File: src/core_params.svh
`ifndef CORE_PARAMS_SVH
`define CORE_PARAMS_SVH

// data path width
`define XLEN 32

// architectural register index width, 32 registers
`define REG_BITS 5

// reorder buffer index width, 8 entries
`define ROB_BITS 3

// reservation station entries
`define RS_DEPTH 4

`endif
File: src/core_pkg.sv
`include "core_params.svh"

package core_pkg;

    // opcode in bits 31:28 of the instruction word
    typedef enum logic [3:0] {
        op_nop  = 4'd0,
        op_add  = 4'd1,
        op_sub  = 4'd2,
        op_and  = 4'd3,
        op_or   = 4'd4,
        op_xor  = 4'd5,
        op_addi = 4'd6,
        op_beq  = 4'd7
    } op_e;

    // index of a reorder buffer entry, doubles as rename tag
    typedef logic [`ROB_BITS-1:0] rob_tag_t;

    // value is valid when ready is set, otherwise wait for tag
    typedef struct packed {
        logic             ready;
        rob_tag_t         tag;
        logic [`XLEN-1:0] value;
    } operand_t;

endpackage

File: src/core_ifs.sv
`include "core_params.svh"

// decoded entry going to rob, station and regfile
interface dispatch_if;
    logic                 valid;
    core_pkg::op_e        op;
    logic [`REG_BITS-1:0] rd;
    logic                 writes_rd;
    logic [`XLEN-1:0]     pc;
    logic [`XLEN-1:0]     target;
    core_pkg::operand_t   src1;
    core_pkg::operand_t   src2;
    core_pkg::rob_tag_t   tail;
    logic                 rob_full;
    logic                 rs_full;

    modport decoder (output valid, op, rd, writes_rd, pc, target, src1, src2,
                     input rob_full, rs_full);
    modport rob (input valid, op, rd, writes_rd, pc, target, output tail, rob_full);
    modport station (input valid, op, src1, src2, tail, output rs_full);
    modport regfile (input valid, rd, writes_rd, tail);
endinterface

// source register read, combinational
interface reg_lookup_if;
    logic [`REG_BITS-1:0] rs1, rs2;
    logic                 busy1, busy2;
    core_pkg::rob_tag_t   tag1, tag2;
    logic [`XLEN-1:0]     value1, value2;

    modport decoder (output rs1, rs2, input busy1, busy2, tag1, tag2, value1, value2);
    modport regfile (input rs1, rs2, output busy1, busy2, tag1, tag2, value1, value2);
endinterface

// pending result read by tag, combinational
interface rob_lookup_if;
    core_pkg::rob_tag_t tag1, tag2;
    logic               ready1, ready2;
    logic [`XLEN-1:0]   value1, value2;

    modport decoder (output tag1, tag2, input ready1, ready2, value1, value2);
    modport rob (input tag1, tag2, output ready1, ready2, value1, value2);
endinterface

// in-order retirement into the register file
interface commit_if;
    logic                 valid;
    logic                 writes_rd;
    logic [`REG_BITS-1:0] rd;
    logic [`XLEN-1:0]     value;
    core_pkg::rob_tag_t   tag;

    modport rob (output valid, writes_rd, rd, value, tag);
    modport regfile (input valid, writes_rd, rd, value, tag);
endinterface

File: src/ooo_core_top.sv
`include "core_params.svh"

module ooo_core_top (
    input  logic                 clk_in,
    input  logic                 reset,
    input  logic                 run,
    input  logic                 inst_valid,
    input  logic [31:0]          inst_word,
    input  logic [`XLEN-1:0]     inst_pc,
    output logic                 full,
    output logic                 commit_valid,
    output logic                 commit_write,
    output logic [`REG_BITS-1:0] commit_rd,
    output logic [`XLEN-1:0]     commit_value,
    output logic [`XLEN-1:0]     commit_pc,
    output logic                 redirect_valid,
    output logic [`XLEN-1:0]     redirect_pc
);

    dispatch_if   disp_bus ();
    reg_lookup_if reg_bus ();
    rob_lookup_if rob_bus ();
    commit_if     cmt_bus ();

    logic               cdb_valid;
    core_pkg::rob_tag_t cdb_tag;
    logic [`XLEN-1:0]   cdb_value;
    logic               flush;

    inst_decoder u_decoder (
        .disp       (disp_bus.decoder),
        .regq       (reg_bus.decoder),
        .robq       (rob_bus.decoder),
        .inst_valid (inst_valid),
        .inst_word  (inst_word),
        .inst_pc    (inst_pc),
        .run        (run)
    );

    rename_regfile u_regfile (
        .clk_in (clk_in),
        .reset  (reset),
        .run    (run),
        .flush  (flush),
        .disp   (disp_bus.regfile),
        .regq   (reg_bus.regfile),
        .cmt    (cmt_bus.regfile)
    );

    alu_station u_station (
        .clk_in    (clk_in),
        .reset     (reset),
        .run       (run),
        .flush     (flush),
        .disp      (disp_bus.station),
        .cdb_valid (cdb_valid),
        .cdb_tag   (cdb_tag),
        .cdb_value (cdb_value)
    );

    reorder_buffer u_rob (
        .clk_in         (clk_in),
        .reset          (reset),
        .run            (run),
        .disp           (disp_bus.rob),
        .robq           (rob_bus.rob),
        .cdb_valid      (cdb_valid),
        .cdb_tag        (cdb_tag),
        .cdb_value      (cdb_value),
        .cmt            (cmt_bus.rob),
        .flush          (flush),
        .commit_pc      (commit_pc),
        .is_branch      (),
        .redirect_valid (redirect_valid),
        .redirect_pc    (redirect_pc)
    );

    assign full = disp_bus.rob_full || disp_bus.rs_full;

    assign commit_valid = cmt_bus.valid;
    assign commit_write = cmt_bus.writes_rd;
    assign commit_rd = cmt_bus.rd;
    assign commit_value = cmt_bus.value;

endmodule

File: src/reorder_buffer.sv
`include "core_params.svh"

module reorder_buffer (
    input  logic clk_in,
    input  logic reset,
    input  logic run,
    dispatch_if.rob   disp,
    rob_lookup_if.rob robq,
    input  logic               cdb_valid,
    input  core_pkg::rob_tag_t cdb_tag,
    input  logic [`XLEN-1:0]   cdb_value,
    commit_if.rob     cmt,
    output logic             flush,
    output logic [`XLEN-1:0] commit_pc,
    output logic             is_branch,
    output logic             redirect_valid,
    output logic [`XLEN-1:0] redirect_pc
);

    localparam int DEPTH = 1 << `ROB_BITS;

    logic [DEPTH-1:0]     busy;
    logic [DEPTH-1:0]     done;
    logic [DEPTH-1:0]     writes_rd;
    core_pkg::op_e        op [DEPTH];
    logic [`REG_BITS-1:0] rd [DEPTH];
    logic [`XLEN-1:0]     pc [DEPTH];
    logic [`XLEN-1:0]     target [DEPTH];
    logic [`XLEN-1:0]     value [DEPTH];
    core_pkg::rob_tag_t   head;
    core_pkg::rob_tag_t   tail;
    logic [`ROB_BITS:0]   count;

    assign disp.tail = tail;
    // msb of count set means all 8 entries in use
    assign disp.rob_full = count[`ROB_BITS];

    // head retires as soon as its result is in
    assign cmt.valid = run && busy[head] && done[head];
    assign cmt.writes_rd = writes_rd[head];
    assign cmt.rd = rd[head];
    assign cmt.value = value[head];
    assign cmt.tag = head;

    assign commit_pc = pc[head];
    assign is_branch = (op[head] == core_pkg::op_beq);

    // predicted not-taken, so a taken beq is a mispredict
    assign redirect_valid = cmt.valid && is_branch && value[head][0];
    assign redirect_pc = target[head];
    assign flush = redirect_valid;

    // lookups also see the result on the bus this cycle
    always_comb begin
        robq.ready1 = done[robq.tag1] || (cdb_valid && cdb_tag == robq.tag1);
        robq.value1 = done[robq.tag1] ? value[robq.tag1] : cdb_value;
        robq.ready2 = done[robq.tag2] || (cdb_valid && cdb_tag == robq.tag2);
        robq.value2 = done[robq.tag2] ? value[robq.tag2] : cdb_value;
    end

    always_ff @(posedge clk_in) begin
        if (reset) begin
            head <= '0;
            tail <= '0;
            count <= '0;
            busy <= '0;
            done <= '0;
        end else if (run) begin
            if (flush) begin
                head <= '0;
                tail <= '0;
                count <= '0;
                busy <= '0;
                done <= '0;
            end else begin
                if (cdb_valid && busy[cdb_tag]) begin
                    done[cdb_tag] <= 1'b1;
                    value[cdb_tag] <= cdb_value;
                end
                if (disp.valid) begin
                    busy[tail] <= 1'b1;
                    done[tail] <= 1'b0;
                    op[tail] <= disp.op;
                    rd[tail] <= disp.rd;
                    writes_rd[tail] <= disp.writes_rd;
                    pc[tail] <= disp.pc;
                    target[tail] <= disp.target;
                    tail <= tail + 1'b1;
                end
                if (cmt.valid) begin
                    busy[head] <= 1'b0;
                    done[head] <= 1'b0;
                    head <= head + 1'b1;
                end
                case ({disp.valid, cmt.valid})
                    2'b10:   count <= count + 1'b1;
                    2'b01:   count <= count - 1'b1;
                    default: count <= count;
                endcase
            end
        end
    end

endmodule

File: src/alu_station.sv
`include "core_params.svh"

module alu_station (
    input  logic clk_in,
    input  logic reset,
    input  logic run,
    input  logic flush,
    dispatch_if.station disp,
    output logic               cdb_valid,
    output core_pkg::rob_tag_t cdb_tag,
    output logic [`XLEN-1:0]   cdb_value
);

    localparam int IDX_BITS = $clog2(`RS_DEPTH);

    logic [`RS_DEPTH-1:0] valid;
    core_pkg::op_e        op [`RS_DEPTH];
    core_pkg::rob_tag_t   dest [`RS_DEPTH];
    core_pkg::operand_t   src1 [`RS_DEPTH];
    core_pkg::operand_t   src2 [`RS_DEPTH];
    logic                 free_found;
    logic                 issue_found;
    logic [IDX_BITS-1:0]  free_idx;
    logic [IDX_BITS-1:0]  issue_idx;

    function automatic logic [`XLEN-1:0] alu(input core_pkg::op_e f_op,
                                            input logic [`XLEN-1:0] a,
                                            input logic [`XLEN-1:0] b);
        case (f_op)
            core_pkg::op_add:  return a + b;
            core_pkg::op_sub:  return a - b;
            core_pkg::op_and:  return a & b;
            core_pkg::op_or:   return a | b;
            core_pkg::op_xor:  return a ^ b;
            // b holds the sign-extended immediate
            core_pkg::op_addi: return a + b;
            // taken flag for the rob
            core_pkg::op_beq:  return (a == b) ? `XLEN'd1 : `XLEN'd0;
            default:           return '0;
        endcase
    endfunction

    // scan downwards so the lowest index wins
    always_comb begin
        free_found = 1'b0;
        free_idx = '0;
        issue_found = 1'b0;
        issue_idx = '0;
        for (int i = `RS_DEPTH - 1; i >= 0; i--) begin
            if (!valid[i]) begin
                free_found = 1'b1;
                free_idx = IDX_BITS'(i);
            end
            if (valid[i] && src1[i].ready && src2[i].ready) begin
                issue_found = 1'b1;
                issue_idx = IDX_BITS'(i);
            end
        end
    end

    assign disp.rs_full = !free_found;

    always_ff @(posedge clk_in) begin
        if (reset) begin
            valid <= '0;
            cdb_valid <= 1'b0;
        end else if (run) begin
            if (flush) begin
                valid <= '0;
                cdb_valid <= 1'b0;
            end else begin
                // registered alu result goes out on the bus
                cdb_valid <= issue_found;
                if (issue_found) begin
                    valid[issue_idx] <= 1'b0;
                    cdb_tag <= dest[issue_idx];
                    cdb_value <= alu(op[issue_idx], src1[issue_idx].value,
                                     src2[issue_idx].value);
                end
                // wake up operands waiting on the bus tag
                for (int i = 0; i < `RS_DEPTH; i++) begin
                    if (cdb_valid && !src1[i].ready && src1[i].tag == cdb_tag) begin
                        src1[i].ready <= 1'b1;
                        src1[i].value <= cdb_value;
                    end
                    if (cdb_valid && !src2[i].ready && src2[i].tag == cdb_tag) begin
                        src2[i].ready <= 1'b1;
                        src2[i].value <= cdb_value;
                    end
                end
                if (disp.valid) begin
                    valid[free_idx] <= 1'b1;
                    op[free_idx] <= disp.op;
                    dest[free_idx] <= disp.tail;
                    src1[free_idx] <= disp.src1;
                    src2[free_idx] <= disp.src2;
                end
            end
        end
    end

endmodule

File: src/rename_regfile.sv
`include "core_params.svh"

module rename_regfile (
    input  logic clk_in,
    input  logic reset,
    input  logic run,
    input  logic flush,
    dispatch_if.regfile   disp,
    reg_lookup_if.regfile regq,
    commit_if.regfile     cmt
);

    localparam int NUM_REGS = 1 << `REG_BITS;

    logic [`XLEN-1:0]   regs [NUM_REGS];
    logic [NUM_REGS-1:0] busy;
    core_pkg::rob_tag_t tags [NUM_REGS];
    logic               rename_en;
    logic               write_en;
    logic               keep_busy;

    assign rename_en = disp.valid && disp.writes_rd;
    assign write_en = cmt.valid && cmt.writes_rd && (cmt.rd != '0);

    // a newer rename of the same register outlives this commit
    assign keep_busy = (tags[cmt.rd] != cmt.tag) || (rename_en && disp.rd == cmt.rd);

    always_ff @(posedge clk_in) begin
        if (reset) begin
            busy <= '0;
            for (int i = 0; i < NUM_REGS; i++) begin
                regs[i] <= '0;
            end
        end else if (run) begin
            if (write_en) begin
                regs[cmt.rd] <= cmt.value;
                if (!keep_busy) begin
                    busy[cmt.rd] <= 1'b0;
                end
            end
            // flush drops every rename, committed values stay
            if (flush) begin
                busy <= '0;
            end else if (rename_en) begin
                busy[disp.rd] <= 1'b1;
                tags[disp.rd] <= disp.tail;
            end
        end
    end

    // x0 reads zero and never waits
    always_comb begin
        regq.busy1 = (regq.rs1 != '0) && busy[regq.rs1];
        regq.tag1 = tags[regq.rs1];
        regq.value1 = (regq.rs1 == '0) ? '0 : regs[regq.rs1];
        regq.busy2 = (regq.rs2 != '0) && busy[regq.rs2];
        regq.tag2 = tags[regq.rs2];
        regq.value2 = (regq.rs2 == '0) ? '0 : regs[regq.rs2];
    end

endmodule

File: src/inst_decoder.sv
`include "core_params.svh"

module inst_decoder (
    dispatch_if.decoder   disp,
    reg_lookup_if.decoder regq,
    rob_lookup_if.decoder robq,
    input  logic             inst_valid,
    input  logic [31:0]      inst_word,
    input  logic [`XLEN-1:0] inst_pc,
    input  logic             run
);

    logic [3:0]         op_field;
    logic [`XLEN-1:0]   imm;
    core_pkg::op_e      op;
    core_pkg::operand_t reg_src1;
    core_pkg::operand_t reg_src2;
    core_pkg::operand_t zero_src;
    core_pkg::operand_t imm_src;

    assign op_field = inst_word[31:28];
    assign imm = {{(`XLEN-13){inst_word[12]}}, inst_word[12:0]};

    // unused opcode values decode as nop
    assign op = (op_field <= 4'd7) ? core_pkg::op_e'(op_field) : core_pkg::op_nop;

    assign regq.rs1 = inst_word[22:18];
    assign regq.rs2 = inst_word[17:13];

    // busy registers are chased in the rob by their rename tag
    assign robq.tag1 = regq.tag1;
    assign robq.tag2 = regq.tag2;

    always_comb begin
        reg_src1.ready = !regq.busy1 || robq.ready1;
        reg_src1.tag = regq.tag1;
        reg_src1.value = regq.busy1 ? robq.value1 : regq.value1;
        reg_src2.ready = !regq.busy2 || robq.ready2;
        reg_src2.tag = regq.tag2;
        reg_src2.value = regq.busy2 ? robq.value2 : regq.value2;
    end

    assign zero_src = '{ready: 1'b1, tag: '0, value: '0};
    assign imm_src = '{ready: 1'b1, tag: '0, value: imm};

    // nop carries no sources so it never waits
    assign disp.src1 = (op == core_pkg::op_nop) ? zero_src : reg_src1;

    always_comb begin
        case (op)
            core_pkg::op_nop:  disp.src2 = zero_src;
            core_pkg::op_addi: disp.src2 = imm_src;
            default:           disp.src2 = reg_src2;
        endcase
    end

    assign disp.op = op;
    assign disp.rd = inst_word[27:23];
    assign disp.writes_rd = (op != core_pkg::op_nop) && (op != core_pkg::op_beq)
                            && (inst_word[27:23] != '0);
    assign disp.pc = inst_pc;
    assign disp.target = inst_pc + imm;

    // accept only when both rob and station have room
    assign disp.valid = inst_valid && run && !disp.rob_full && !disp.rs_full;

endmodule

File: config.mk
export PLATFORM = sky130hd
export DESIGN_NAME = ooo_core_top
export DESIGN_NICKNAME = d
export VERILOG_FILES = /design/src/core_pkg.sv /design/src/core_ifs.sv /design/src/ooo_core_top.sv /design/src/reorder_buffer.sv /design/src/alu_station.sv /design/src/rename_regfile.sv /design/src/inst_decoder.sv
export VERILOG_INCLUDE_DIRS = /design/src
export SDC_FILE = /design/constraint.sdc
export NUM_CORES = 2
export LEC_CHECK = 0
export ABC_CLOCK_PERIOD_IN_PS = 6100
export BUFFER_PORTS_ARGS = -buffer_cell sky130_fd_sc_hd__buf_2
export CORE_MARGIN = 3
export CORE_UTILIZATION = 50
export DETAILED_ROUTE_END_ITERATION = 12
export GPL_TIMING_DRIVEN = 1
export PLACE_DENSITY = 0.78
export RECOVER_POWER = 100
export SLEW_MARGIN = 20
export SYNTH_ARGS = -nofsm -noshare
export SYNTH_HDL_FRONTEND = slang
export SYNTH_SLANG_ARGS = --single-unit
File: constraint.sdc
create_clock -name clk_in -period 6.1 [get_ports clk_in]
set_input_delay 0.61 -clock clk_in [delete_from_list [all_inputs] [get_ports clk_in]]
set_output_delay 0.61 -clock clk_in [all_outputs]
set_load 0.03 [all_outputs]
# Word level (Yosys, flattened, before mapping)
# Memory sizes are Yosys's and may differ from the RTL's. A register that Yosys moved wholly into a read port is not among the register bits.
# Cells that the tools add are included.
[totals]
latch_bits = 0
input_bits = 68
reg_bits = 103
n_memories = 11
wordCells = 342
output_inout_bits = 105
mem_bits_ro = 0
mem_bits_rw = 2276
[op_classes]
multipliers = 0
n_reduce_logical = 85
order_cmp = 19
shift = 0
bitwise = 18
addsub = 7
n_eq_ne = 25
n_mux = 167
div_mod_pow = 0
[memory_table]
columns = ["name", "depth", "word_bits", "read_ports", "rd_clocked_by_memory_dff", "wr", "line_no", "text"]
rows = [
  ["u_regfile.regs", 32, 32, 2, 0, 32, "rename_regfile.sv:15", "logic [`XLEN-1:0] regs [NUM_REGS];"],
  ["u_rob.pc", 8, 32, 1, 1, 1, "reorder_buffer.sv:27", "logic [`XLEN-1:0] pc [DEPTH];"],
  ["u_rob.target", 8, 32, 1, 1, 1, "reorder_buffer.sv:28", "logic [`XLEN-1:0] target [DEPTH];"],
  ["u_rob.value", 8, 32, 3, 1, 1, "reorder_buffer.sv:29", "logic [`XLEN-1:0] value [DEPTH];"],
  ["u_station.src1", 4, 36, 5, 0, 5, "alu_station.sv:19", "core_pkg::operand_t src1 [`RS_DEPTH];"],
  ["u_station.src2", 4, 36, 5, 0, 5, "alu_station.sv:20", "core_pkg::operand_t src2 [`RS_DEPTH];"],
  ["+5 memories", "-", "-", "-", "-", "-", "-", ""],
]
[op_table]
columns = ["cell", "n"]
rows = [
  ["two-way mux 32 bit", 13],
  ["case mux 32 bit (6 select lines)", 1],
  ["two-way mux 8 bit", 16],
  ["two-way mux 1 bit", 87],
  ["case mux 36 bit (2 select lines)", 1],
  ["adder 32 bit", 2],
  ["AND 32 bit", 2],
  ["bitwise OR 32 bit", 2],
  ["logical AND 1 bit", 49],
  ["two-way mux 3 bit", 14],
  ["two-way mux 36 bit", 1],
  ["== test 32 bit", 1],
  ["two-way mux 4 bit", 8],
  ["NOT 32 bit", 1],
  ["OR reduction 32 bit", 1],
  ["subtractor 32 bit", 1],
  ["bitwise XOR 32 bit", 1],
  ["== test 3 bit", 10],
  ["AND 8 bit", 3],
  ["== test 4 x 3 -> 1 bit, second input constant", 6],
  ["< comparator 5 x 6 -> 1 bit, second input constant", 4],
  ["< comparator 3 x 4 -> 1 bit, second input constant", 5],
  ["nonzero test 5 bit", 4],
  ["binary-select mux 1 bit (select 3 bit)", 6],
  ["39 further kinds", 82],
]

# Depth between registers and ports, before layout
# An unclocked memory read counts as a cell.
[logic_depth]
ltp_word = 20
ltp_mapped = 20
depth_no_buf = 18

# Cells and area by module
# A second synthesis with hierarchy kept.
[hier_totals]
hier_cells = 8606
area_unflattened_um2 = 123855.0
[modules_own_cells]
columns = ["mod", "instances", "area_per_inst_um2", "cells_each", "seq_area_each_um2"]
rows = [
  ["rename_regfile", 1, 61604.1, 3757, 34272.9],
  ["reorder_buffer", 1, 38036.5, 2075, 26045.0],
  ["alu_station", 1, 20448.4, 2230, 10560.1],
  ["inst_decoder", 1, 3759.9, 543, 0.0],
  ["ooo_core_top", 1, 6.3, 1, 0.0],
]

# Least setup slack after synthesis
# Ideal clock, no wire load.
[synth_path]
kind = "register to register"
startpoint = "register with a tool-made name"
endpoint = "memory u_rob.op[7][0] in the netlist's numbering, enable pin"
n_path_buf = 4
period_less_slack_ns = 6.059
slack_ns = 0.041
setup_ns = 0.505
stages_incl_launch_ff = 11
t_required_ns = 5.595
t_arrival_ns = 5.554
cell_sequence = "dfxtp_1 > buf_6 > buf_2 > mux4_2 > mux2i_1 > inv_1 > o2111ai_1 > nand2b_1 > clkbuf_1 > buf_1 > nor2_1"
[synth_rtl]
columns = ["item", "line_no", "text"]
rows = [
  ["end: declaration", "reorder_buffer.sv:25", "core_pkg::op_e op [DEPTH];"],
]

==> impl_results.md <==
* Syn Inst Count at 8,874
* P per Cell Area at 273 mW/mm^2
* Flop pwr share at 50.3%
* Share of layout cells above drive strength 1 at 19.9%
* Pre-antenna DRT Iters at 8
* Worst path arrival time at 6580 ps
* Switch share at 24.4%
* Die area at 0.249 mm^2
* WHS Path Cells at 1
* Logic pwr share at 9.4%
* Root Buffer Master: clkbuf_16
* HP Start: inst_word[24]
* Leak Pwr at 47.0 nW
* Ys async rst share at 0%
* Final HPWL DP at 246 mm
* Synth cell types at 92
* DRT met1 WL at 135 mm
* Reg2Reg Setup Slack at 110 ps
* FMAX at 0.167 GHz
* Synth Cell Area at 0.122 mm^2
* Vias in the first global route at 84,700
* Failing checks: max-capacitance violations, max-slew violations
* Clock share of power at 40.3%
* Peak VDD IR at 0.000276 V
* Top Metal Used: met5
* Final-report max-slew violation count at 509
* Kind of critical path: reg2reg
* Placer Congestion at 0.959
* Top FF cell, synth: edfxtp_1
* Worst Path Max Fanout at 55
* CORE AREA at 0.241 mm^2
* Initial core utilization at 50.4%
* Gr usage total at 31.0%
* Total gr overflow at 0
* Commonest non-fill, non-tap cells in the layout: edfxtp_1 (2,311), nor2_1 (1,296), mux4_2 (683)
* Yosys Warn Count at 0
* Hold Path Class: in2reg
* Final wirelength at 394 mm
* Die height at 499 um
* Synthesis-to-finish area growth at 11.1%
* DRT iter0 DRCs at 14,100
* Via count at 85,900
* Largest net degree at the start of global routing at 115
* RSZ-0062 raised after global routing: false
* Antenna viol nets, final at 0
* Slew headroom at -147%
* Final worst path period share at 98.2%
* Setup crit end kind: flip-flop
* Met2 wire length at 178 mm
* Final hold vios at 0
* Switch Pwr at 9.00 mW
* Routed length per placed instance at 32.0 um
* Met3 WL at 53.9 mm
* H-tree depth at 4
* Global-route wire length before repair at 572 mm
* Mean Syn Cell Area at 13.7 um^2
* Row count at 180
* Bufs on Longest Clock Path at 3
* Commonest non-fill, non-tap cell in the layout: edfxtp_1
* R2r endpoint: u_regfile.regs[21][0]
* Int Power at 27.8 mW
* Worst Tran Pin Value at 3710 ps
* Data required, critical path at 6690 ps
* Cts bufs inserted at 236
* Clock Skew at 114 ps
* Final setup viols at 0
* Worst-Skew Late Latency at 940 ps
* CTS tree: built
* CTS clk-pin slew, worst paths at 70 ps
* Fin crit period at 5990 ps
* Initial antenna violation count at 16
* Vias per Instance at 6.97
* Final #Nets at 9,138
* Hold Crit Endpoint: u_rob.rd[5][1]
* Register bit total from synthesis at 2,385
* Setup fix buffers added after clock tree synthesis at 0
* Worst hold margin at 164 ps
* Status: finished, violations left
* Die X at 499 um
* Setup TNS at 0 ps
* Clock sinks at 2,385
* Post-layout util at 56.0%
* Boundary Pins at 173
* Post-synth EDFFs at 2,311
* Worst r2r path cells at 9
* Maxcap violations at 12
* DRC at 0
* IO buf count at 172
* Register area share after synthesis at 58.3%
* Crit start category: flip-flop
## synth_stat cells (all sizes together) (26+ instances only)
| cell | instances | area [um^2] |
|---|---|---|
| mux4 | 683 | 15400 |
| a211oi | 36 | 270 |
| and4 | 38 | 333 |
| buf | 201 | 988 |
| a21oi | 261 | 1310 |
| a21o | 30 | 225 |
| a31oi | 36 | 225 |
| xnor2 | 54 | 473 |
| mux2 | 295 | 3320 |
| and2 | 26 | 163 |
| nor2b | 31 | 194 |
| o211ai | 74 | 556 |
| nand3 | 61 | 305 |
| ha | 130 | 1630 |
| edfxtp | 2311 | 69400 |
| o22ai | 96 | 601 |
| clkbuf | 568 | 2130 |
| o21ai | 281 | 1410 |
| a2bb2oi | 128 | 1120 |
| o21a | 46 | 345 |
| dfxtp | 74 | 1480 |
| a221oi | 93 | 815 |
| nand2 | 580 | 2180 |
| nor2 | 1316 | 4940 |
| o31ai | 31 | 233 |
| a22oi | 34 | 255 |
| inv | 173 | 649 |
| nor3 | 57 | 295 |
| o221ai | 200 | 1770 |
| nand2b | 85 | 532 |
| mux2i | 543 | 5450 |
## power by group through the flow
stage / clock network (mW) / logic (mW) / registers, mW
after detailed placement: 0 / 3.35 / 18.8
after global routing: 15.5 / 3.60 / 18.5
after global placement: 0 / 3.28 / 18.8
after CTS: 14.9 / 3.39 / 18.5
final: 14.8 / 3.47 / 18.5
after floorplan: 0 / 2.14 / 18.8
## cells by family (layout without fill, tap and decap cells)
family,after synthesis,after routing,synth area share (%)
and+or+nand+nor,2311,2311,8.06
muxes,1521,1521,19.9
adders and majority gates,134,134,1.40
AOI/OAI and AO/OA,1498,1498,8.66
buffers and inverters,946,1168,3.11
xor gates and xnor gates,78,78,0.562
other,1,57,0.00309
DFF,2385,2385,58.3
## registers in the layout, summed over array words and instances, names as in the netlist, 40 cells and up, named ones only
| signal | cells |
|---|---|
| u_rob.rd | 40 |
| u_rob.pc | 256 |
| u_rob.target | 256 |
| u_regfile.regs | 1024 |
| u_station.src2 | 144 |
| u_station.src1 | 144 |
| u_rob.value | 256 |
| u_regfile.tags | 96 |
## per-layer routing
layer / global-route usage, % / up-vias
met5: 0 / -
met4: 18.6 / 16
met3: 8.16 / 1362
met2: 47.4 / 7114
met1: 39.9 / 42900
li1: - / 34600
## worst max-delay path by stage
stage / startpoint / endpoint / slack (ps) / cells after the start
5_1_grt: flip-flop / u_rob.target[3][29] / 120 / 10
6_report: flip-flop / u_regfile.regs[21][0] / 110 / 9
4_1_cts: u_station.valid[0] / u_station.cdb_value[28] / 780 / 20
3_3_place_gp: u_station.valid[0] / u_station.cdb_value[28] / 990 / 19
3_5_place_dp: u_station.valid[0] / u_station.cdb_value[28] / 850 / 20
2_1_floorplan: flip-flop / u_rob.op[7][0] / 40 / 10
## area by class of cell
type	instances	area (um^2)
antenna	10	25.0
timing repair buffer	547	4110
tap	3185	3990
sequential	2385	70900
clock inverter	164	1730
multi-input combinational	5589	47500
clock buffer	280	6130
fill	18500	106000
inverter	177	664
## metrics by stage
stage | area (um^2) | setup slack (ps) | instances | total power [mW]
after floorplan | 122000 | 40.8 | 8920 | 20.9
after detailed placement | 128000 | 850 | 11900 | 22.2
after CTS | 136000 | 781 | 12300 | 36.8
final | 135000 | 112 | 12300 | 36.8
after global routing | 135000 | 116 | 12300 | 37.7
after global placement | 128000 | 994 | 11900 | 22.1
## critical path, stage by stage (launching register included)
cell      delay [ps]
dfxtp_4          780
mux2i_1          220
mux4_2           680
and2_0           460
a21o_1           390
or3b_2           530
nor2_1           980
nand2_1          180
nand2b_1        1050
buf_12           310
## what timing repair did
action	CTS	global route
hold endpoints to repair	230	0
resized for setup	0	0
hold buffers	30	0
setup endpoints to repair	0	0
No activity file was read; power rests on OpenSTA's default activity.
